**src/source/fpuPkg.sv**
```systemverilog
// FPU shared definitions
package fpuPkg;

   ////////////////////////////////////////////////////////////////////////////
   // widths
   ////////////////////////////////////////////////////////////////////////////
   localparam int xLen       = 64;   // integer register width
   localparam int fLen       = 64;   // FP register width
   localparam int dExpBits   = 11;   // double exponent
   localparam int dManBits   = 52;   // double fraction, hidden bit excluded
   localparam int sExpBits   = 8;    // single exponent
   localparam int sManBits   = 23;   // single fraction
   localparam int regAdrBits = 5;

   ////////////////////////////////////////////////////////////////////////////
   // encodings
   ////////////////////////////////////////////////////////////////////////////
   localparam logic [6:0] opFp = 7'b1010011;   // OP-FP major opcode

   // upper five bits of funct7, the low two bits hold the format
   localparam logic [4:0] funct7SgnInj   = 5'b00100;
   localparam logic [4:0] funct7MinMax   = 5'b00101;
   localparam logic [4:0] funct7Cmp      = 5'b10100;
   localparam logic [4:0] funct7ClassMvX = 5'b11100;   // fclass, fmv.x.w/d
   localparam logic [4:0] funct7MvFromX  = 5'b11110;   // fmv.w/d.x

   typedef enum logic {fmtS = 1'b0, fmtD = 1'b1} fmtT;

   // FP result source
   typedef enum logic [1:0] {resSgnInj = 2'd0, resMinMax = 2'd1, resMvFromX = 2'd2} resSelT;

   // integer result source
   typedef enum logic [1:0] {intCmp = 2'd0, intMvToX = 2'd1, intClass = 2'd2} intSelT;

   typedef struct packed {
      logic                  fRegWrite;  // writes the FP register file in W
      logic                  intWrite;   // result goes to the integer side
      fmtT                   fmt;
      resSelT                resSel;
      intSelT                intSel;
      logic [2:0]            opSel;      // funct3
      logic [regAdrBits-1:0] rd;
   } fpuCtrlT;

   typedef struct packed {
      logic nv;   // invalid
      logic dz;
      logic of;
      logic uf;
      logic nx;
   } fflagsT;

   localparam logic [fLen-1:0] canonNaND = 64'h7FF8_0000_0000_0000;
   localparam logic [fLen-1:0] canonNaNS = 64'hFFFF_FFFF_7FC0_0000;   // boxed in ones

   // fclass bit positions
   localparam int clsNegInf  = 0;
   localparam int clsNegNorm = 1;
   localparam int clsNegSub  = 2;
   localparam int clsNegZero = 3;
   localparam int clsPosZero = 4;
   localparam int clsPosSub  = 5;
   localparam int clsPosNorm = 6;
   localparam int clsPosInf  = 7;
   localparam int clsSNaN    = 8;
   localparam int clsQNaN    = 9;

endpackage

```
**src/source/fpOperandIf.sv**
```systemverilog
// Unpacked operand bundle
`timescale 1ns/100ps

interface fpOperandIf;
   import fpuPkg::*;

   logic [fLen-1:0]     raw;       // operand after the boxing check
   logic                sgn;
   logic [dExpBits-1:0] exp;       // single exponent sits zero-extended here
   logic [dManBits:0]   man;       // hidden bit on top
   logic                isNaN;
   logic                isSNaN;
   logic                isZero;
   logic                isInf;
   logic                isDenorm;
   logic                isNorm;

   // driven by the unpacker
   modport unpack (
      output raw, sgn, exp, man,
      output isNaN, isSNaN, isZero, isInf, isDenorm, isNorm
   );

   // read by the execute units
   modport unit (
      input raw, sgn, exp, man,
      input isNaN, isSNaN, isZero, isInf, isDenorm, isNorm
   );

endinterface

```
**src/source/fpUnpack.sv**
```systemverilog
// Operand unpack and classify
`timescale 1ns/100ps

module fpUnpack (
   input  logic [fpuPkg::fLen-1:0] value,
   input  fpuPkg::fmtT             fmt,
   fpOperandIf.unpack              op
);
   import fpuPkg::*;

   logic                boxOk;     // upper half all ones
   logic [fLen-1:0]     val;       // value, or canonical NaN when badly boxed
   logic                sgn;
   logic [dExpBits-1:0] expW;      // exponent in the double field
   logic [dManBits-1:0] fracW;     // fraction, left aligned
   logic                expMax;
   logic                expZero;
   logic                fracZero;

   assign boxOk = &value[fLen-1:32];

   always_comb begin
      if (fmt == fmtD) begin
         val     = value;
         sgn     = value[63];
         expW    = value[62:52];
         fracW   = value[dManBits-1:0];
         expMax  = &value[62:52];
         expZero = ~|value[62:52];
      end else begin
         val     = boxOk ? value : canonNaNS;
         sgn     = val[31];
         expW    = {{(dExpBits-sExpBits){1'b0}}, val[30:23]};   // keeps ordering intact
         fracW   = {val[sManBits-1:0], {(dManBits-sManBits){1'b0}}};
         expMax  = &val[30:23];                                   // tests of the active format
         expZero = ~|val[30:23];
      end
   end

   assign fracZero = ~|fracW;

   ////////////////////////////////////////////////////////////////////////////
   // fields and class
   ////////////////////////////////////////////////////////////////////////////
   assign op.raw      = val;
   assign op.sgn      = sgn;
   assign op.exp      = expW;
   assign op.man      = {~expZero, fracW};                 // hidden bit clear for denormals
   assign op.isNaN    = expMax & ~fracZero;
   assign op.isSNaN   = expMax & ~fracZero & ~fracW[dManBits-1];   // quiet bit is the msb
   assign op.isInf    = expMax & fracZero;
   assign op.isZero   = expZero & fracZero;
   assign op.isDenorm = expZero & ~fracZero;
   assign op.isNorm   = ~expMax & ~expZero;

endmodule

```
**src/flat_wrapper.sv**
```systemverilog
// flat-port wrapper written by rule: the top's interface ports become plain ports
module fpUnpack_flat import fpuPkg::*;
  (value, fmt, op_raw, op_sgn, op_exp, op_man, op_isNaN, op_isSNaN, op_isZero, op_isInf, op_isDenorm, op_isNorm);
  fpOperandIf op_i ();
  input  logic [fpuPkg::fLen-1:0] value;
  input  fpuPkg::fmtT fmt;
  output wire logic [$bits(op_i.raw)-1:0] op_raw;
  output wire logic [$bits(op_i.sgn)-1:0] op_sgn;
  output wire logic [$bits(op_i.exp)-1:0] op_exp;
  output wire logic [$bits(op_i.man)-1:0] op_man;
  output wire logic [$bits(op_i.isNaN)-1:0] op_isNaN;
  output wire logic [$bits(op_i.isSNaN)-1:0] op_isSNaN;
  output wire logic [$bits(op_i.isZero)-1:0] op_isZero;
  output wire logic [$bits(op_i.isInf)-1:0] op_isInf;
  output wire logic [$bits(op_i.isDenorm)-1:0] op_isDenorm;
  output wire logic [$bits(op_i.isNorm)-1:0] op_isNorm;
  assign op_raw = op_i.raw;
  assign op_sgn = op_i.sgn;
  assign op_exp = op_i.exp;
  assign op_man = op_i.man;
  assign op_isNaN = op_i.isNaN;
  assign op_isSNaN = op_i.isSNaN;
  assign op_isZero = op_i.isZero;
  assign op_isInf = op_i.isInf;
  assign op_isDenorm = op_i.isDenorm;
  assign op_isNorm = op_i.isNorm;
  fpUnpack u_core (.value(value), .fmt(fmt), .op(op_i));
endmodule
```
**config.mk**
```make
export PLATFORM = sky130hd
export DESIGN_NAME = fpUnpack_flat
export DESIGN_NICKNAME = d
export VERILOG_FILES = /design/src/source/fpuPkg.sv /design/src/source/fpOperandIf.sv /design/src/source/fpUnpack.sv /design/src/flat_wrapper.sv
export SDC_FILE = /design/constraint.sdc
export NUM_CORES = 1
export LEC_CHECK = 0
export ABC_AREA = 1
export BUFFER_PORTS_ARGS = -buffer_cell sky130_fd_sc_hd__buf_2
export CORE_AREA = 2 2 77 79
export DETAILED_ROUTE_END_ITERATION = 16
export DIE_AREA = 0 0 79 81
export PLACE_DENSITY = 0.8
export RECOVER_POWER = 25
export SLEW_MARGIN = 20
export SYNTH_ARGS = -nofsm -noshare
export SYNTH_HDL_FRONTEND = slang
export SYNTH_SLANG_ARGS = --single-unit
```
**constraint.sdc**
```tcl
create_clock -name vclk -period 2.5
set_input_delay 0.25 -clock vclk [all_inputs]
set_output_delay 0.25 -clock vclk [all_outputs]
set_load 0.1 [all_outputs]
```
* Yosys cells after proc, flatten, opt, wreduce, memory -nomap -nowiden
Cells that the tools add are included.
** Storage, ports and cells
- Register bits :: 0
- Bits in latches :: 0
- Memory bits (writable) :: 0
- ROM bits :: 0
- Bits of input ports :: 65
- Output and inout port bits :: 135
- Logic and storage cells :: 25
- Memories kept :: 0
** Cells by class
- Add/subtract/negate cells :: 0
- $mul :: 0
- Divide/modulo/power cells :: 0
- Order comparisons :: 0
- Eq/ne operators :: 0
- Shifts and indexed selects :: 0
- Mux-type cells :: 7
- Bitwise logic cells :: 9
- Reduce and logical (&&, ||, !) cells :: 9
** Operator list (count)
- 64-bit 2-to-1 mux :: 2
- 52-bit 2-to-1 mux :: 1
- 52-bit OR reduction :: 1
- 32-bit AND reduction :: 1
- 11-bit 2-to-1 mux :: 1
- 11-bit AND reduction :: 1
- 11-bit OR reduction :: 1
- 8-bit AND reduction :: 1
- 8-bit OR reduction :: 1
- 1-bit bitwise AND :: 6
- 1-bit zero test :: 3
- 1-bit 2-to-1 mux :: 3
- 1-bit inverter :: 3

* Depth between registers and ports, before layout
Gate-level depths: netlist (run 1).
- Word-level depth :: 7
- Gate-level depth with buffers :: 13
- Gate-level depth less buffers :: 13

* Worst setup path before layout (run 1)
OpenSTA, ideal clock, no wires.
- Kind :: input-to-output
- Start point :: in fmt
- End point :: out op_isSNaN
- Arrival :: 3.237 ns
- Data required time :: 2.250 ns
- Setup slack :: -0.987 ns
- Cell stages on the path :: 5
- Path buffers :: 0
- Cell sequence :: inv_2 -> or2_1 -> o21ai_1 -> nand2_1 -> nor2_1
** Between the ends
- Longest elaborated chain between the ends :: 4
- Elaborated cells on any way between the ends :: 6
- Classes of those cells :: mux (2); bitwise (3); reduce/logical (1)
** Ends and longest elaborated chain
- from (decl) :: line flat_wrapper.sv:6 : input fpuPkg::fmtT fmt;
- 52-bit 2-to-1 mux (*) :: line fpUnpack.sv:23 : if (fmt == fmtD) begin
- net op_man[51] :: line flat_wrapper.sv:10 : output wire logic [$bits(op_i.man)-1:0] op_man;
- 52-bit OR reduction :: line fpUnpack.sv:40 : assign fracZero = ~|fracW;
- 1-bit bitwise AND :: line fpUnpack.sv:50 : assign op.isSNaN = expMax & ~fracZero & ~fracW[dManBits-1];
- 1-bit bitwise AND (*) :: line fpUnpack.sv:50
- to (decl) :: line flat_wrapper.sv:12 : output wire logic [$bits(op_i.isSNaN)-1:0] op_isSNaN;
Mark *: on every way through the listed nets, which the timed path passes. The rest lies on a longest branch.

* Worst setup path after layout (run 1)
- Start point :: in value[42] (netlist bit)
- End point :: out op_isSNaN
** Between the ends
- Longest elaborated chain between the ends :: 6
- Elaborated cells on any way between the ends :: 9
- Classes of those cells :: mux (3); bitwise (3); reduce/logical (3)
** Ends and longest elaborated chain
- from (decl) :: line flat_wrapper.sv:5 : input logic [fpuPkg::fLen-1:0] value;
- 32-bit AND reduction :: line fpUnpack.sv:20 : assign boxOk = &value[fLen-1:32];
- 64-bit 2-to-1 mux :: line fpUnpack.sv:31 : val = boxOk ? value : canonNaNS;
- 52-bit 2-to-1 mux or 8-bit AND reduction (tied branches) :: line fpUnpack.sv:23, fpUnpack.sv:35
- 52-bit OR reduction or 1-bit 2-to-1 mux (tied branches) :: line fpUnpack.sv:40, fpUnpack.sv:23
- 1-bit bitwise AND :: line fpUnpack.sv:50
- 1-bit bitwise AND (*) :: line fpUnpack.sv:50
Mark *: on every way between the ends. The rest lies on a longest branch, timed or not.

==> results of run 1 <==
stage by stage:
step,cell area (um^2),hold WS (ns)
finish,3650,0.890
global route,3650,0.906
CTS,3680,0.886
detailed placement,3680,0.885
global placement,3680,0.883
floorplan,1820,0.750
report_power, final:
| group | switching (mW) | internal (mW) |
|---|---|---|
| clock | 0 | 0 |
| sequential | 0 | 0 |
| combinational | 1.18 | 0.341 |
cell usage in the layout, fill, tap and decap left out:
| cell | count |
|---|---|
| a21boi_0 | 2 |
| nand2_2 | 2 |
| or2_2 | 5 |
| o21ai_1 | 17 |
| nand3b_1 | 1 |
| nor3_1 | 7 |
| clkbuf_1 | 33 |
| a21boi_1 | 2 |
| nand3_2 | 1 |
| buf_2 | 113 |
| nor3_2 | 1 |
| o21bai_2 | 1 |
| nor2_1 | 29 |
| nor2_4 | 2 |
| nand2_4 | 1 |
| a31oi_1 | 1 |
| nand4_1 | 7 |
| buf_4 | 7 |
| o21ai_0 | 21 |
| o31a_1 | 1 |
| a21boi_2 | 10 |
| buf_12 | 55 |
| inv_1 | 77 |
| nand2_1 | 128 |
| nand3_1 | 9 |
| o31ai_1 | 1 |
| nor2_2 | 26 |
| o21a_1 | 2 |
| nor4_1 | 2 |
| nor2b_4 | 1 |
| o21bai_1 | 1 |
| nand2_8 | 1 |
| inv_2 | 2 |
critical path, delay by kind of cell:
family	cells	cell delay [ns]
AOI/OAI and AO/OA	2	0.29
and+or+nand+nor	8	0.85
buffers and inverters	4	0.66
worst min path at each step:
stage	start	endpoint	slack [ns]	cells after the start
after floorplan	value[10]	op_raw[10]	0.75	2
after global placement	value[16]	op_raw[16]	0.88	4
after detailed placement	value[7]	op_raw[7]	0.88	4
after CTS	value[7]	op_raw[7]	0.89	4
after global routing	value[21]	op_raw[21]	0.91	4
final	value[20]	op_raw[20]	0.89	4
layout make-up:
class,instances,area (um^2)
tap,75,93.8
inverter,79,297
multi-input combinational,282,1420
timing repair buffer,208,1840
fill,532,2030
routing by layer:
metal	wire [um]	global-route usage, %
met5	0	0
met4	142	3.79
met3	740	3.89
met2	4620	51.5
met1	3350	28.3
cell families after synthesis:
| kind of cell | synth area share (%) |
|---|---|
| buf+inv | 24.7 |
| compound gates | 20.3 |
| simple gates | 55.0 |
timing repair:
action	in CTS	in global routing
endpoints found under the setup margin	0	3
hold buffers	0	0
resized for setup	0	3
==> impl_metrics.csv, run 1 <==
group,metric,value,unit
place,placed_cells,644,
floorplanning,dieArea,6400,um^2
sta,finalWorstSetupSlack,0.188,ns
synthesis,synth_cells,380,
setup_path,start_kind,"input port",
outcome,outcome,"completed",
setup_path,worstSetupEndpointType,"primary output",
place,io_buffer_count,200,
synthesis,synth_area_leaders,"nand2_1 (28%), inv_1 (17%), nor2_1 (12%), o21ai_0 (7.9%), a21boi_0 (6.1%)",
final_layout,clock_buffers,0,
sta,setup_viol_count_final,0,
place,gp_congestion,0.832,
setup_path,worstPathArrival,2.06,ns
final_layout,drive_gt1_share,40.1,%
grt,antenna_found_initial,0,
detailed_routing,drtIter0Drc,151,
synthesis,synth_top_area_share,28.2,%
sta,slew_violations,0,
final_layout,nets,636,
sta,finalSetupTns,0,ns
grt,grt_pass1_wl,13.3,mm
setup_path,critical_path.startpoint,"value[42]",
final_layout,layoutNonFillerInstCount,644,
floorplanning,initial_core_util,30.2,%
synthesis,synth_area,1710,um^2
setup_path,max_stage_delay,0.26,ns
final_layout,area_growth,113,%
detailed_routing,vias_per_cell,4.96,
grt,gr-usage-all-layers,25.5,%
job,cap_violations,0,
grt,grt_max_degree,55,
synthesis,yosysUniqueCellTypes,30,
synthesis,yosysWarnings,0,
power_and_ir_drop,ir_drop,271,uV
detailed_routing,drt-total-wl,8.86,mm
sta,hold_viol_final,0,
final_layout,final_core_util,64.3,%
setup_path,cpMostUsedCell,"nand2_1",
detailed_routing,num_vias,3196,
setup_path,crit_end,"op_isSNaN",
setup_path,required,2.25,ns
sta,min_period,2.31,ns
hold_path,hold_path.class,"in -> out",
floorplanning,fp-row-count,28,
place,dp_hpwl,7.62,mm
clock_network,post_cts_buffers,0,
sta,slew_headroom,21.5,%
detailed_routing,drt_pass1_iterations,5,
sta,worst_slew_pin_slew,1.18,ns
detailed_routing,ant_nets,0,
final_layout,design.seq.count,0,
floorplanning,fp.dieH,81,um
setup_path,worstPathMaxFanout,16,
sta,rsz0062_at_grt,"no",
final_layout,seq_area,0,um^2
power_and_ir_drop,power_density,416,nW/um^2
synthesis,synth_area_leader_cell,"nand2_1",
place,place_ws,0.144,ns
power_and_ir_drop,total_power,1.52,mW
setup_path,slowest_stage,"buf_4",
final_layout,diodes,0,
grt,grt_pass1_vias,2894,
grt,overflow,0,
detailed_routing,remaining_drc_errors,0,
floorplanning,core_area,5680,um^2
synthesis,yosysMostFrequentCell,"nand2_1",
synthesis,syn_nets,445,
sta,max_freq,432,MHz
floorplanning,fp.dieW,79,um
synthesis,synth_commonest_cells,"nand2_1 (129), inv_1 (77), nor2_1 (53)",
synthesis,yosysSeqAreaShare,0,%
detailed_routing,wl_per_cell,13.8,um
power_and_ir_drop,p_leak,2.08,nW
synthesis,synth_area_per_cell,4.51,um^2
floorplanning,io_pins,200,
setup_path,cp_cell_sequence,"buf_2 -> nand2_1 -> nor2_1 -> nand2_1 -> nor2_4 -> nand2_4 -> buf_4 -> inv_1 -> o31ai_1 -> nand3_1 -> o21bai_2 -> nand2_1 -> nor2_2 -> buf_12",
sta,fin_crit_sh,92.5,%
setup_path,crit_type,"in -> out",
Note: power is estimated with default switching activity, not from simulation.
==> run 2, diff against run 1 <==
--- a/config.mk
+++ b/config.mk
@@ -5,14 +5,14 @@
 export SDC_FILE = /design/constraint.sdc
 export NUM_CORES = 1
 export LEC_CHECK = 0
-export ABC_AREA = 1
+export ABC_AREA = 0
 export BUFFER_PORTS_ARGS = -buffer_cell sky130_fd_sc_hd__buf_2
-export CORE_AREA = 2 2 77 79
+export CORE_AREA = 2 2 76 78
 export DETAILED_ROUTE_END_ITERATION = 16
-export DIE_AREA = 0 0 79 81
-export PLACE_DENSITY = 0.8
+export DIE_AREA = 0 0 78 80
+export PLACE_DENSITY = 0.75
 export RECOVER_POWER = 25
-export SLEW_MARGIN = 20
+export SLEW_MARGIN = 5
 export SYNTH_ARGS = -nofsm -noshare
 export SYNTH_HDL_FRONTEND = slang
 export SYNTH_SLANG_ARGS = --single-unit
==> run 2 against run 1 <==
Effect of this change:
- the run now ends with negative setup slack left
- setup slack worse by 0.21 ns
- critical path type unchanged
- cell count is 20% lower
- worst hold slack better by 0.050 ns
- largest cell class unchanged
- non-clock buffer count is 39 higher
==> impl_metrics.csv, run 2 <==
group,metric,value,unit
grt,overflow,0,
synthesis,syn_nets,277,
sta,slew_headroom,18.2,%
synthesis,synth_area_leader_cell,"a22o_1",
synthesis,synth_top_area_share,14.9,%
grt,grt_pass1_vias,2518,
final_layout,area_growth,171,%
detailed_routing,num_vias,2654,
place,dp_hpwl,7.38,mm
place,placed_cell_area,3490,um^2
synthesis,synth_fa_ha_area_share,0,%
setup_path,crit_type,"in -> out",
floorplanning,fp.dieH,80,um
synthesis,yosysUniqueCellTypes,35,
synthesis,yosysWarnings,0,
setup_path,worstPathArrival,2.27,ns
place,io_buffer_count,200,
final_layout,drive_gt1_share,61.2,%
final_layout,postLayoutCellArea,3660,um^2
grt,antenna_found_initial,0,
power_and_ir_drop,power_density,382,nW/um^2
setup_path,required,2.25,ns
floorplanning,core_area,5410,um^2
final_layout,final_core_util,67.7,%
final_layout,final_cell_mix,"buf_2 (113), buf_12 (52), buf_4 (49), and2_1 (31), clkbuf_1 (31)",
sta,slew_violations,0,
synthesis,muxShareOfSynthArea,0,%
floorplanning,fp-row-count,27,
final_layout,design.seq.count,0,
final_layout,clock_buffers,0,
grt,grt_pass1_wl,13.2,mm
grt,grt_max_degree,37,
sta,setup_viol_count_final,3,
grt,gr-usage-all-layers,26.5,%
sta,min_period,2.52,ns
detailed_routing,wl_per_cell,18.1,um
detailed_routing,remaining_drc_errors,0,
synthesis,yosysMostFrequentCell,"and2_1",
detailed_routing,drt_pass1_iterations,4,
setup_path,slowest_stage,"or4_4",
power_and_ir_drop,total_power,1.40,mW
setup_path,cp_top_family,"simple AND/OR/NAND/NOR gates",
power_and_ir_drop,p_leak,1.61,nW
sta,hold_viol_final,0,
synthesis,synth_commonest_cells,"and2_1 (32), or2_2 (30), a22o_1 (23), nor2b_1 (23), clkbuf_1 (14)",
setup_path,cp.buffers_inverters,2,
floorplanning,dieArea,6240,um^2
floorplanning,initial_core_util,24.9,%
clock_network,cts-hold-fix-buffers,0,
sta,worst_slew_pin_slew,1.23,ns
outcome,outcome,"finished, violations left",
job,cap_violations,0,
synthesis,synth_top_family_by_area,"simple AND/OR/NAND/NOR gates",
floorplanning,fp.dieW,78,um
final_layout,seq_area,0,um^2
detailed_routing,drt-total-wl,9.34,mm
synthesis,synth_area_per_cell,6.36,um^2
sta,max_freq,397,MHz
hold_path,hold_path.class,"in -> out",
final_layout,diodes,0,
synthesis,synth-simple-area-share,70.4,%
setup_path,worstPathMaxFanout,4,
final_layout,final_common_cell,"buf_2",
detailed_routing,vias_per_cell,5.15,
outcome,violations,"negative setup slack",
detailed_routing,drtIter0Drc,191,
setup_path,start_kind,"input port",
synthesis,synth_cells,212,
detailed_routing,ant_nets,0,
sta,whs,0.939,ns
sta,fin_crit_sh,101,%
synthesis,synthXorXnorAreaFrac,0,%
final_layout,layoutNonFillerInstCount,515,
sta,finalWorstSetupSlack,-0.0195,ns
setup_path,max_stage_delay,0.57,ns
power_and_ir_drop,ir_drop,330,uV
synthesis,synth_compound_area_share,23.8,%
final_layout,fill_cells,420,
synthesis,yosysSeqAreaShare,0,%
setup_path,cp_cell_sequence,"buf_4 -> nor4b_4 -> nand4_1 -> or4_4 -> a2111o_1 -> nor2b_4 -> buf_12",
final_layout,nets,510,
place,gp_congestion,0.850,
setup_path,worstSetupEndpointType,"primary output",
place,placed_cells,508,
final_layout,multiInputGateArea,1450,um^2
synthesis,synth_area,1350,um^2
floorplanning,io_pins,200,
synthesis,synth_area_leaders,"a22o_1 (15%), and2_1 (15%), or2_2 (14%), nor2b_1 (11%), nand2b_1 (5.6%)",
-- run 2: cell count changes after synthesis, moves of 7 or more --
| cell | previous run | this run |
|---|---|---|
| nand2b_1 | 0 | 12 |
| or2_2 | 4 | 30 |
| a22o_1 | 0 | 23 |
| nor2_1 | 53 | 8 |
| and2_1 | 0 | 32 |
| nor2b_1 | 1 | 23 |
| o21ai_1 | 11 | 0 |
| o21ai_0 | 27 | 4 |
| a21boi_0 | 14 | 2 |
| nand2_1 | 129 | 9 |
| nor4_1 | 2 | 9 |
| inv_1 | 77 | 2 |
-- run 2: kinds of logic after synthesis --
family,Yosys count
compound gates,39
buf+inv,18
simple gates,155
-- run 2: where the power goes --
group,internal (mW),total (mW),switching (mW),leakage (nW)
combinational,0.342,1.40,1.05,1.61
sequential,0,0,0,0
clock,0,0,0,0
-- run 2: repair_timing --
action                                  4_1_cts  5_1_grt
buffers inserted                              6        1
pin swaps                                     6       11
cloned                                        0        0
endpoints found under the setup margin        4        4
endpoints found under the hold margin         0        0
resized for setup                            18       12
-- run 2: area by class of cell --
| class | instances | share of cell area [%] |
|---|---|---|
| inverters | 2 | 0.205 |
| multi-input cells | 194 | 39.6 |
| well taps | 72 | 2.46 |
| repair buffers | 247 | 57.8 |
-- run 2: path summary, 6_finish.rpt --
path / start / to / slack (ns) / cells past startpoint
hold / removal: value[18] / op_raw[18] / 0.94 / 3
setup / recovery: value[48] / op_isDenorm / -0.02 / 7
-- run 2: per-stage QoR --
stage               TNS, ns  setup WS, ns
floorplan             -4.80        -0.232
CTS                       0       0.00600
global placement     -0.496        -0.185
global route         -0.213       -0.0669
finish              -0.0323       -0.0195
detailed placement   -0.796        -0.264
-- run 2: metal layers --
| metal | GRT usage [%] | wire length (um) |
|---|---|---|
| met1 | 31.3 | 3400 |
| met5 | 0 | 0 |
| met3 | 4.07 | 601 |
| met4 | 8.25 | 267 |
| met2 | 48.8 | 5070 |
-- run 2: worst min-delay path: stages --
cell	delay, ns
buf_2	0.12
nor2b_1	0.15
buf_12	0.17
