**src/source/fpuPkg.sv**
```systemverilog
// FPU shared definitions
package fpuPkg;

   ////////////////////////////////////////////////////////////////////////////
   // widths
   ////////////////////////////////////////////////////////////////////////////
   localparam int xLen       = 64;   // integer register width
   localparam int fLen       = 64;   // FP register width
   localparam int dExpBits   = 11;   // double exponent
   localparam int dManBits   = 52;   // double fraction, hidden bit excluded
   localparam int sExpBits   = 8;    // single exponent
   localparam int sManBits   = 23;   // single fraction
   localparam int regAdrBits = 5;

   ////////////////////////////////////////////////////////////////////////////
   // encodings
   ////////////////////////////////////////////////////////////////////////////
   localparam logic [6:0] opFp = 7'b1010011;   // OP-FP major opcode

   // upper five bits of funct7, the low two bits hold the format
   localparam logic [4:0] funct7SgnInj   = 5'b00100;
   localparam logic [4:0] funct7MinMax   = 5'b00101;
   localparam logic [4:0] funct7Cmp      = 5'b10100;
   localparam logic [4:0] funct7ClassMvX = 5'b11100;   // fclass, fmv.x.w/d
   localparam logic [4:0] funct7MvFromX  = 5'b11110;   // fmv.w/d.x

   typedef enum logic {fmtS = 1'b0, fmtD = 1'b1} fmtT;

   // FP result source
   typedef enum logic [1:0] {resSgnInj = 2'd0, resMinMax = 2'd1, resMvFromX = 2'd2} resSelT;

   // integer result source
   typedef enum logic [1:0] {intCmp = 2'd0, intMvToX = 2'd1, intClass = 2'd2} intSelT;

   typedef struct packed {
      logic                  fRegWrite;  // writes the FP register file in W
      logic                  intWrite;   // result goes to the integer side
      fmtT                   fmt;
      resSelT                resSel;
      intSelT                intSel;
      logic [2:0]            opSel;      // funct3
      logic [regAdrBits-1:0] rd;
   } fpuCtrlT;

   typedef struct packed {
      logic nv;   // invalid
      logic dz;
      logic of;
      logic uf;
      logic nx;
   } fflagsT;

   localparam logic [fLen-1:0] canonNaND = 64'h7FF8_0000_0000_0000;
   localparam logic [fLen-1:0] canonNaNS = 64'hFFFF_FFFF_7FC0_0000;   // boxed in ones

   // fclass bit positions
   localparam int clsNegInf  = 0;
   localparam int clsNegNorm = 1;
   localparam int clsNegSub  = 2;
   localparam int clsNegZero = 3;
   localparam int clsPosZero = 4;
   localparam int clsPosSub  = 5;
   localparam int clsPosNorm = 6;
   localparam int clsPosInf  = 7;
   localparam int clsSNaN    = 8;
   localparam int clsQNaN    = 9;

endpackage

```
**src/source/fpOperandIf.sv**
```systemverilog
// Unpacked operand bundle
`timescale 1ns/100ps

interface fpOperandIf;
   import fpuPkg::*;

   logic [fLen-1:0]     raw;       // operand after the boxing check
   logic                sgn;
   logic [dExpBits-1:0] exp;       // single exponent sits zero-extended here
   logic [dManBits:0]   man;       // hidden bit on top
   logic                isNaN;
   logic                isSNaN;
   logic                isZero;
   logic                isInf;
   logic                isDenorm;
   logic                isNorm;

   // driven by the unpacker
   modport unpack (
      output raw, sgn, exp, man,
      output isNaN, isSNaN, isZero, isInf, isDenorm, isNorm
   );

   // read by the execute units
   modport unit (
      input raw, sgn, exp, man,
      input isNaN, isSNaN, isZero, isInf, isDenorm, isNorm
   );

endinterface

```
**src/source/fpSignClass.sv**
```systemverilog
// Sign injection and classify
`timescale 1ns/100ps

module fpSignClass (
   input  fpuPkg::fmtT             fmt,
   input  logic [2:0]              opSel,
   fpOperandIf.unit                opX,
   fpOperandIf.unit                opY,
   output logic [fpuPkg::fLen-1:0] sgnRes,
   output logic [fpuPkg::xLen-1:0] classRes
);
   import fpuPkg::*;

   logic       newSgn;
   logic [9:0] cls;   // fclass one-hot

   always_comb begin
      case (opSel[1:0])
         2'b00:   newSgn = opY.sgn;               // fsgnj
         2'b01:   newSgn = ~opY.sgn;              // fsgnjn
         2'b10:   newSgn = opX.sgn ^ opY.sgn;     // fsgnjx
         default: newSgn = opY.sgn;
      endcase
   end

   // magnitude always from X, single re-boxed in ones
   assign sgnRes = (fmt == fmtD) ? {newSgn, opX.raw[62:0]} :
                                   {32'hFFFF_FFFF, newSgn, opX.raw[30:0]};

   ////////////////////////////////////////////////////////////////////////////
   // classify X
   ////////////////////////////////////////////////////////////////////////////
   always_comb begin
      cls = '0;
      if (opX.isSNaN) begin
         cls[clsSNaN] = 1'b1;
      end else if (opX.isNaN) begin
         cls[clsQNaN] = 1'b1;
      end else if (opX.isInf) begin
         cls[opX.sgn ? clsNegInf : clsPosInf] = 1'b1;
      end else if (opX.isZero) begin
         cls[opX.sgn ? clsNegZero : clsPosZero] = 1'b1;
      end else if (opX.isDenorm) begin
         cls[opX.sgn ? clsNegSub : clsPosSub] = 1'b1;
      end else if (opX.isNorm) begin
         cls[opX.sgn ? clsNegNorm : clsPosNorm] = 1'b1;
      end
   end

   assign classRes = {{(xLen-10){1'b0}}, cls};

endmodule

```
**src/flat_wrapper.sv**
```systemverilog
// flat-port wrapper written by rule: the top's interface ports become plain ports
module fpSignClass_flat import fpuPkg::*;
  (fmt, opSel, sgnRes, classRes, opX_raw, opX_sgn, opX_exp, opX_man, opX_isNaN, opX_isSNaN, opX_isZero, opX_isInf, opX_isDenorm, opX_isNorm, opY_raw, opY_sgn, opY_exp, opY_man, opY_isNaN, opY_isSNaN, opY_isZero, opY_isInf, opY_isDenorm, opY_isNorm);
  fpOperandIf opX_i ();
  fpOperandIf opY_i ();
  input  fpuPkg::fmtT fmt;
  input  logic [2:0] opSel;
  output logic [fpuPkg::fLen-1:0] sgnRes;
  output logic [fpuPkg::xLen-1:0] classRes;
  input wire logic [$bits(opX_i.raw)-1:0] opX_raw;
  input wire logic [$bits(opX_i.sgn)-1:0] opX_sgn;
  input wire logic [$bits(opX_i.exp)-1:0] opX_exp;
  input wire logic [$bits(opX_i.man)-1:0] opX_man;
  input wire logic [$bits(opX_i.isNaN)-1:0] opX_isNaN;
  input wire logic [$bits(opX_i.isSNaN)-1:0] opX_isSNaN;
  input wire logic [$bits(opX_i.isZero)-1:0] opX_isZero;
  input wire logic [$bits(opX_i.isInf)-1:0] opX_isInf;
  input wire logic [$bits(opX_i.isDenorm)-1:0] opX_isDenorm;
  input wire logic [$bits(opX_i.isNorm)-1:0] opX_isNorm;
  input wire logic [$bits(opY_i.raw)-1:0] opY_raw;
  input wire logic [$bits(opY_i.sgn)-1:0] opY_sgn;
  input wire logic [$bits(opY_i.exp)-1:0] opY_exp;
  input wire logic [$bits(opY_i.man)-1:0] opY_man;
  input wire logic [$bits(opY_i.isNaN)-1:0] opY_isNaN;
  input wire logic [$bits(opY_i.isSNaN)-1:0] opY_isSNaN;
  input wire logic [$bits(opY_i.isZero)-1:0] opY_isZero;
  input wire logic [$bits(opY_i.isInf)-1:0] opY_isInf;
  input wire logic [$bits(opY_i.isDenorm)-1:0] opY_isDenorm;
  input wire logic [$bits(opY_i.isNorm)-1:0] opY_isNorm;
  assign opX_i.raw = opX_raw;
  assign opX_i.sgn = opX_sgn;
  assign opX_i.exp = opX_exp;
  assign opX_i.man = opX_man;
  assign opX_i.isNaN = opX_isNaN;
  assign opX_i.isSNaN = opX_isSNaN;
  assign opX_i.isZero = opX_isZero;
  assign opX_i.isInf = opX_isInf;
  assign opX_i.isDenorm = opX_isDenorm;
  assign opX_i.isNorm = opX_isNorm;
  assign opY_i.raw = opY_raw;
  assign opY_i.sgn = opY_sgn;
  assign opY_i.exp = opY_exp;
  assign opY_i.man = opY_man;
  assign opY_i.isNaN = opY_isNaN;
  assign opY_i.isSNaN = opY_isSNaN;
  assign opY_i.isZero = opY_isZero;
  assign opY_i.isInf = opY_isInf;
  assign opY_i.isDenorm = opY_isDenorm;
  assign opY_i.isNorm = opY_isNorm;
  fpSignClass u_core (.fmt(fmt), .opSel(opSel), .opX(opX_i), .opY(opY_i), .sgnRes(sgnRes), .classRes(classRes));
endmodule
```
**config.mk**
```make
export PLATFORM = sky130hd
export DESIGN_NAME = fpSignClass_flat
export DESIGN_NICKNAME = d
export VERILOG_FILES = /design/src/source/fpuPkg.sv /design/src/source/fpOperandIf.sv /design/src/source/fpSignClass.sv /design/src/flat_wrapper.sv
export SDC_FILE = /design/constraint.sdc
export NUM_CORES = 1
export LEC_CHECK = 0
export ABC_AREA = 1
export BUFFER_PORTS_ARGS = -buffer_cell sky130_fd_sc_hd__buf_2
export CAP_MARGIN = 0
export CORE_AREA = 5 5 153 155
export DETAILED_ROUTE_END_ITERATION = 8
export DIE_AREA = 0 0 158 160
export SLEW_MARGIN = 10
export SYNTH_ARGS = -nofsm -noshare
export SYNTH_HDL_FRONTEND = slang
export SYNTH_SLANG_ARGS = --single-unit
export TNS_END_PERCENT = 30
```
**constraint.sdc**
```tcl
create_clock -name vclk -period 1.33
set_input_delay 0.266 -clock vclk [all_inputs]
set_output_delay 0.266 -clock vclk [all_outputs]
set_load 0.03 [all_outputs]
```
# Word-level counts from Yosys, hierarchy flattened
# Cells that the tools add are included.
[op_classes]
magnitude_cmp = 8
eq_ne = 2
mux = 23
bitwise_logic = 2
n_reduce_logical = 4
[ops]
columns = ["operator", "n"]
rows = [
  [">= comparator 32 x 1 -> 1 bit, second input constant", 4],
  ["< comparator 32 x 6 -> 1 bit, second input constant", 4],
  ["2-to-1 mux 64 bit", 1],
  ["2-to-1 mux 10 bit", 4],
  ["demux 1 bit (select 4 bit)", 4],
  ["2-to-1 mux 3 bit", 4],
  ["2-to-1 mux 9 bit", 1],
  ["2-to-1 mux 8 bit", 1],
  ["2-to-1 mux 1 bit", 7],
  ["logical AND 1 bit", 4],
  ["equality test 2 x 1 -> 1 bit, second input constant", 1],
  ["equality test 2 bit, second input constant", 1],
  ["case mux 1 bit (2 select lines)", 1],
  ["NOT 1 bit", 1],
  ["bitwise XOR 1 bit", 1],
]
[word_totals]
reg_bits = 0
input_bits = 274
output_inout_bits = 128
word_cells = 39

# Longest topological paths before layout
# Gate-level depths: netlist of run 1.
[depth]
ltp_word = 11
depth_mapped = 8
mapped_depth_nobuf = 8

# Least setup slack after synthesis of run 1
# OpenSTA, ideal clock, no wires.
[synth_path]
kind = "input to output"
startpoint = "input port opX_isZero"
endpoint = "output port classRes[2] (netlist name)"
arrival_ns = 1.162
t_required_ns = 1.064
slack_ns = -0.098
path_stages = 3
path_buffers = 0
cell_sequence = "nor3_2 -> inv_1 -> nor3_1"
[synth_between]
elab_chain_len = 4
[synth_lines]
columns = ["element", "line", "text"]
rows = [
  ["start: declaration", "flat_wrapper.sv:16", "input wire logic [$bits(opX_i.isZero)-1:0] opX_isZero;"],
  ["2-to-1 mux 10 bit", "fpSignClass.sv:41", "end else if (opX.isZero) begin"],
  ["2-to-1 mux 10 bit", "fpSignClass.sv:39", "end else if (opX.isInf) begin"],
  ["2-to-1 mux 9 bit", "fpSignClass.sv:37", "end else if (opX.isNaN) begin"],
  ["2-to-1 mux 8 bit", "fpSignClass.sv:35", "if (opX.isSNaN) begin"],
  ["end: declaration", "flat_wrapper.sv:9", "output logic [fpuPkg::xLen-1:0] classRes;"],
]
# Every way passes these cells.

# Worst setup path after layout of run 1
[layout_path]
startpoint = "input port opSel[0]"
endpoint = "output port sgnRes[31] (netlist name)"
[layout_between]
elab_chain_len = 3
word_cells_on_any_way = 4
classes_between = "2 x eq/ne; 2 x mux"
[layout_lines]
columns = ["element", "line", "text"]
rows = [
  ["start: declaration", "flat_wrapper.sv:7", "input logic [2:0] opSel;"],
  ["equality test 2 bit or equality test 2 x 1 -> 1 bit (tied branches)", "fpSignClass.sv:18", "case (opSel[1:0])"],
  ["case mux 1 bit (2 select lines) (*)", "fpSignClass.sv:18", ""],
  ["2-to-1 mux 64 bit (*)", "fpSignClass.sv:27", "assign sgnRes = (fmt == fmtD) ? {newSgn, opX.raw[62:0]} :"],
  ["end: declaration", "flat_wrapper.sv:8", "output logic [fpuPkg::fLen-1:0] sgnRes;"],
]
# Mark *: on every way between the ends. The rest lies on a longest branch, timed or not.

==> flow_summary.json, run 1 <==
{
  "status": "finished, violations left",
  "violations": "negative setup slack",
  "critPathMostFrequentCell": "nand2_1",
  "core_um2": 21700,
  "synth_top_area_share_pct": 61.1,
  "critical_path_class": "in -> out",
  "num_antenna_cells": 0,
  "min_from": "opX_raw[21]",
  "finalSetupTns_ns": -0.00369,
  "worst_slack_ns": -0.00369,
  "utilization_pct": 6.91,
  "dieArea_um2": 25300,
  "crit_cells": 10,
  "antenna_found_initial": 0,
  "fin_crit_ns": 1.33,
  "dr.pass1.iters": 2,
  "port_buffers": 86,
  "slowest_delay_ns": 0.25,
  "synthesis.area_um2": 1060,
  "grt_pass1_wl_mm": 8.60,
  "seq_cells": 0,
  "ys_warn_count": 0,
  "finalNetCount": 493,
  "grt_max_degree": 20,
  "synth_top_area_cell": "buf_4",
  "hp-class": "in -> out",
  "n_fill_cell": 2562,
  "setup_viol": 1,
  "yosysSeqAreaShare_pct": 0,
  "synth.area.top_cells": "buf_4, or2_1, nand2_1, inv_1, buf_6",
  "startpoint": "opSel[0]",
  "worstPathMaxFanout": 2,
  "viasPerCell": 1.96,
  "powerDensity_nw_per_um2": 414,
  "ys_types": 13,
  "cp-start-kind": "primary input",
  "layoutNonFillerInstCount": 495,
  "power_uw": 620,
  "max-vdd-ir-drop_uv": 80.1,
  "gp_congestion": 0.690,
  "drt_iter0_drc": 13,
  "crit_chain": "buf_8, inv_4, ha_4, inv_2, nand2_1, nand2_1, nand2_1, nand2_1, nand2_1, buf_6",
  "fin_crit_sh_pct": 100,
  "track_usage_pct": 5.05,
  "crit_arrival_ns": 1.07,
  "syn-instance-count": 160,
  "drv_cap": 0,
  "die_height_um": 160,
  "drive_above_1_share_pct": 47.9,
  "critical_path.top_delay_family": "simple AND/OR/NAND/NOR gates",
  "final-seq-area_um2": 0,
  "cts_hold_buffers": 0,
  "wl_per_cell_um": 14.3,
  "syn_to_final_growth_pct": 41.8,
  "rsz0062_at_grt": "yes",
  "rows": 54,
  "nClkBuffers": 0,
  "critPathSlowestCell": "ha_4",
  "p_leak_uw": 0.000716,
  "wl_mm": 7.06,
  "fmax_ghz": 0.750,
  "die_w_um": 158,
  "drcViolationCount": 0,
  "drv_slew": 0,
  "syn_area_per_cell_um2": 6.60,
  "crit_end": "sgnRes[31]",
  "hpwl_mm": 6.79,
  "cp-end-kind": "primary output",
  "hold_violations": 0,
  "ios": 402,
  "placedCellCount": 495,
  "worstPathRequired_ns": 1.06,
  "ant_nets": 0,
  "crit_buf_inv": 4,
  "initial_core_util_pct": 4.87,
  "grt_overflow": 0,
  "grt_pass1_vias": 1018,
  "vias": 970
}
## what timing repair did
item / in CTS / in global routing
setup buffers: 0 / 0
resized for setup: 16 / 11
pin swaps: 7 / 9
endpoints found under the setup margin: 3 / 10
## layer usage
metal | global-route usage [%] | vias to the layer above | share of wire (%)
met5 | 0 | - | 0
met4 | 0.620 | 0 | 1.3
met3 | 7.28 | 14 | 34
met2 | 6.50 | 120 | 35
met1 | 4.76 | 390 | 30
li1 | - | 446 | -
## where the power goes
| part | internal (uW) | leakage [uW] | switching [uW] |
|---|---|---|---|
| sequential | 0 | 0 | 0 |
| combinational | 154 | 0.000716 | 466 |
| clock | 0 | 0 | 0 |
## area by class of cell
class	instances	area, um2	area share (%)
inverters	11	43.8	2.92
well taps	280	350	23.4
repair buffers	91	528	35.3
multi-input cells	113	576	38.4
## placed cells by master (no fill, tap or decap), types with 2 or more instances in the layout
master   count
conb_1      54
ha_4         2
buf_2       76
or2_2        2
nor3_1       3
nand3_1      3
nor2_1       4
nor2_2       2
inv_1        7
buf_6        4
nand2_1     12
inv_2        3
buf_4        8
or2_1       29
## cell usage after synthesis
cell type   n
buf_4      86
or2_1      29
inv_2       1
nor2_1      6
inv_1      10
conb_1      1
buf_6       3
ha_1        2
nand2_1    12
nand3_1     3
or2_2       2
nor3_1      4
nor3_2      1
## kinds of logic after synthesis
kind of cell	after synthesis	share of synthesized area, %
and+or+nand+nor	57	29.0
other	1	0.355
adders and majority gates	2	2.37
buffers and inverters	100	68.2
## metrics by stage
stage / setup WS, ns / instance area (um2) / hold WS (ns)
final: -0.00369 / 1500 / 0.532
after floorplan: -0.0981 / 1250 / 0.644
after CTS: -0.0335 / 1470 / 0.532
after global routing: -0.0556 / 1500 / 0.532
after detailed placement: -0.167 / 1410 / 0.532
after global placement: -0.180 / 1410 / 0.532
## how the worst min path moves through the flow
| stage | slack, ns | endpoint | cells after the start |
|---|---|---|---|
| global placement | 0.53 | sgnRes[0] | 0 |
| CTS | 0.53 | sgnRes[0] | 0 |
| global route | 0.53 | sgnRes[5] | 0 |
| detailed placement | 0.53 | sgnRes[0] | 0 |
| finish | 0.53 | sgnRes[21] | 0 |
| floorplan | 0.64 | classRes[9] | 1 |
Power figures use the tool's default switching activity.
==> run 2, diff against run 1 <==
--- a/config.mk
+++ b/config.mk
@@ -5,12 +5,11 @@
 export SDC_FILE = /design/constraint.sdc
 export NUM_CORES = 1
 export LEC_CHECK = 0
-export ABC_AREA = 1
 export BUFFER_PORTS_ARGS = -buffer_cell sky130_fd_sc_hd__buf_2
 export CAP_MARGIN = 0
-export CORE_AREA = 5 5 153 155
+export CORE_AREA = 5 5 154 156
 export DETAILED_ROUTE_END_ITERATION = 8
-export DIE_AREA = 0 0 158 160
+export DIE_AREA = 0 0 159 161
 export SLEW_MARGIN = 10
 export SYNTH_ARGS = -nofsm -noshare
 export SYNTH_HDL_FRONTEND = slang
==> flow_summary.json, run 2 <==
{
  "cts_hold_buffers": 0,
  "power_uw": 609,
  "status": "finished, violations left",
  "yosys-top-cells-count": "buf_4, nand2b_1, nor2_1, nor3_1",
  "hold_violations": 0,
  "wl_per_cell_um": 9.59,
  "crit_arrival_ns": 1.27,
  "die_height_um": 161,
  "p_comb_share_pct": 100.0,
  "utilization_pct": 6.80,
  "max-vdd-ir-drop_uv": 76.9,
  "ios": 402,
  "grt_max_degree": 15,
  "core_um2": 22200,
  "synthesis.area_um2": 1010,
  "cp-end-kind": "primary output",
  "hp-class": "in -> out",
  "antenna_found_initial": 0,
  "p_int_uw": 163,
  "dieArea_um2": 25600,
  "drv_slew": 0,
  "track_usage_pct": 3.01,
  "worstPathMaxFanout": 2,
  "switchingPower_uw": 447,
  "ys_warn_count": 0,
  "hold_depth": 0,
  "placedCellCount": 490,
  "rows": 55,
  "hpwl_mm": 4.25,
  "synth_most_common_cell": "buf_4",
  "drv_cap": 0,
  "port_buffers": 86,
  "drive_above_1_share_pct": 49.8,
  "ys_types": 18,
  "worst_slack_ns": -0.209,
  "final-seq-area_um2": 0,
  "cp-start-kind": "primary input",
  "layoutNonFillerInstCount": 490,
  "nClkBuffers": 0,
  "clockPowerShare_pct": 0,
  "finalSetupTns_ns": -0.422,
  "dr.pass1.iters": 4,
  "swShare_pct": 73.3,
  "synth.area.top_cells": "buf_4, nand2b_1, ha_1, nor3_1, nor2_1",
  "syn-instance-count": 149,
  "seq_cells": 0,
  "synth_top_area_share_pct": 63.9,
  "initial_core_util_pct": 4.54,
  "gp_congestion": 0.724,
  "powerDensity_nw_per_um2": 403,
  "viasPerCell": 1.91,
  "num_antenna_cells": 0,
  "p_leak_uw": 0.000691,
  "syn_to_final_growth_pct": 49.7,
  "vias": 937,
  "drcViolationCount": 0,
  "fin_crit_ns": 1.54,
  "ant_nets": 0,
  "fin_crit_sh_pct": 116,
  "worstPathRequired_ns": 1.06,
  "final_cell_mix": "buf_2, conb_1, nand2b_1",
  "syn_area_per_cell_um2": 6.78,
  "final_common_cell": "buf_2",
  "grt_overflow": 0,
  "fmax_ghz": 0.650,
  "n_fill_cell": 2604,
  "violations": "negative setup slack",
  "rsz0062_at_grt": "yes",
  "power_frac_seq_pct": 0,
  "drt_iter0_drc": 5,
  "grt_pass1_wl_mm": 5.74,
  "grt_pass1_vias": 865,
  "yosysSeqAreaShare_pct": 0,
  "setup_viol": 4,
  "synth_top_area_cell": "buf_4",
  "critical_path_class": "in -> out",
  "finalNetCount": 483,
  "die_w_um": 159,
  "wl_mm": 4.70
}
## run 2: path summary, 6_finish.rpt
check       start  slack, ns    endpoint
max      opSel[0]      -0.21  sgnRes[31]
min    opX_raw[0]       0.53   sgnRes[0]
## run 2: cell families (layout without fill, tap and decap cells)
family	Yosys count	after routing	synth area share, %
buf+inv	92	95	66.2
other cells	1	54	0.371
fa+ha+maj	2	2	2.48
simple gates	51	51	29.4
compound gates	3	3	1.61
## run 2: power groups by stage
stage,clock (uW),combinational (uW),sequential (uW)
after floorplan,0,706,0
after global placement,0,575,0
after detailed placement,0,577,0
after CTS,0,600,0
after global routing,0,654,0
final,0,609,0
## run 2: worst max-delay path: stages
cell and delay, ns:
buf_8 0.10, inv_4 0.05, ha_4 0.19, or3_4 0.39
a31oi_4 0.14, buf_6 0.15
## run 2: layer usage
metal | track usage [%] | part of all wire [%]
met5 | 0 | 0
met3 | 3.37 | 27
met4 | 0.698 | 2.1
met2 | 5.10 | 46
met1 | 2.27 | 24
## run 2: through the flow
step / hold slack, ns / setup WS [ns] / area (um2)
2_1_floorplan: 0.600 / -0.190 / 1230
3_3_place_gp: 0.532 / -0.385 / 1410
3_5_place_dp: 0.532 / -0.400 / 1410
4_1_cts: 0.532 / -0.276 / 1470
5_1_grt: 0.532 / -0.226 / 1510
6_report: 0.532 / -0.209 / 1510
## run 2: repair_timing
item	CTS	global route
gates resized for setup	17	10
buffers inserted	0	0
cloned	0	0
pin swaps	4	3
endpoints found under the setup margin	8	16
## run 2: layout make-up
type	count	area, um2	area share [%]
timing repair buffer	92	537	35.5
multi-input combinational	110	604	40.0
inverter	3	13.8	0.911
tap	285	357	23.6
==> run 3, diff against run 2 <==
==> constraint.sdc (replaced) <==
create_clock -name vclk -period 1.5
set_input_delay 0.3 -clock vclk [all_inputs]
set_output_delay 0.3 -clock vclk [all_outputs]
set_load 0.03 [all_outputs]
==> flow_summary.json, run 3 (synthesis gave the netlist of run 2 again) <==
{
  "min_from": "opX_raw[0]",
  "wl_mm": 4.53,
  "hpwl_mm": 4.28,
  "startpoint": "opSel[0]",
  "num_antenna_cells": 0,
  "worstPathMaxFanout": 2,
  "dieArea_um2": 25600,
  "grt_use_met3_pct": 3.47,
  "antenna_found_initial": 0,
  "drive_above_1_share_pct": 48.8,
  "finalSetupTns_ns": -0.133,
  "hold_violations": 0,
  "die_height_um": 161,
  "ios": 402,
  "use_met1_pct": 2.45,
  "dr.pass1.iters": 4,
  "rsz0062_at_grt": "yes",
  "drv_cap": 0,
  "drcViolationCount": 0,
  "finalNetCount": 483,
  "wl_per_cell_um": 9.25,
  "grt_max_degree": 15,
  "violations": "negative setup slack",
  "vias": 930,
  "grt_pass1_wl_mm": 5.87,
  "final_area_um2": 1470,
  "initial_core_util_pct": 4.54,
  "final_common_cell": "buf_2",
  "max-vdd-ir-drop_uv": 69.2,
  "syn_to_final_growth_pct": 45.1,
  "final-seq-area_um2": 0,
  "fin_crit_ns": 1.60,
  "fmax_ghz": 0.624,
  "hold_depth": 0,
  "min_to": "sgnRes[0]",
  "gp_congestion": 0.675,
  "hp-class": "in -> out",
  "use_met2_pct": 4.89,
  "seq_cells": 0,
  "track_usage_pct": 3.03,
  "cp-end-kind": "primary output",
  "core_um2": 22200,
  "drv_slew": 0,
  "powerDensity_nw_per_um2": 361,
  "top_usage_layer": "met2",
  "status": "finished, violations left",
  "dpl_worst_slack_ns": -0.308,
  "cp-start-kind": "primary input",
  "grt_overflow": 0,
  "drt_iter0_drc": 10,
  "viasPerCell": 1.90,
  "ant_nets": 0,
  "rows": 55,
  "cts_hold_buffers": 0,
  "port_buffers": 86,
  "crit_arrival_ns": 1.30,
  "nClkBuffers": 0,
  "worst_slack_ns": -0.103,
  "die_w_um": 159,
  "p_leak_uw": 0.000684,
  "worstPathRequired_ns": 1.20,
  "fin_crit_sh_pct": 107,
  "grt_pass1_vias": 948,
  "critical_path_class": "in -> out",
  "placed_cell_area_um2": 1410,
  "setup_viol": 2,
  "final_cell_mix": "buf_2, conb_1, nand2b_1"
}
-- run 3: what timing repair did --
| action | 4_1_cts | 5_1_grt |
|---|---|---|
| cloned | 0 | 0 |
| gates resized for setup | 12 | 2 |
| buffers inserted | 0 | 0 |
| pin swaps | 3 | 2 |
| setup endpoints to repair | 2 | 5 |
-- run 3: power breakdown --
group / internal, uW / total (uW) / switching, uW
sequential: 0 / 0 / 0
combinational: 137 / 529 / 393
clock: 0 / 0 / 0
-- run 3: area by class of cell --
class | instances | area, um2
fill | 2636 | 20800
timing repair buffer | 92 | 507
multi-input combinational | 110 | 588
tap | 285 | 357
inverter | 3 | 13.8
-- run 3: how the worst max path moves through the flow --
| stage | slack, ns | cells past startpoint | end |
|---|---|---|---|
| 6_report | -0.10 | 6 | sgnRes[31] |
| 5_1_grt | -0.13 | 6 | sgnRes[31] |
| 4_1_cts | -0.17 | 6 | sgnRes[31] |
| 3_5_place_dp | -0.31 | 6 | sgnRes[31] |
| 3_3_place_gp | -0.29 | 6 | sgnRes[31] |
| 2_1_floorplan | -0.09 | 4 | sgnRes[31] |
-- run 3: layer usage --
metal,up-vias,routed length (um)
li1,428,-
met1,384,1140
met2,102,2000
met3,16,1280
met4,0,98
met5,-,0
-- run 3: worst max-delay path, stage by stage --
cell,delay (ns)
buf_8,0.10
inv_4,0.04
ha_4,0.18
or3_4,0.39
a31oi_4,0.14
buf_6,0.15
-- run 3: per-stage QoR --
stage               power [uW]  util, %  hold WS, ns  cells
detailed placement         513     6.34        0.600    490
floorplan                  626        -        0.668    202
global placement           510     6.34        0.600    490
finish                     529     6.59        0.600    490
CTS                        532     6.56        0.600    490
global route               570     6.59        0.600    490
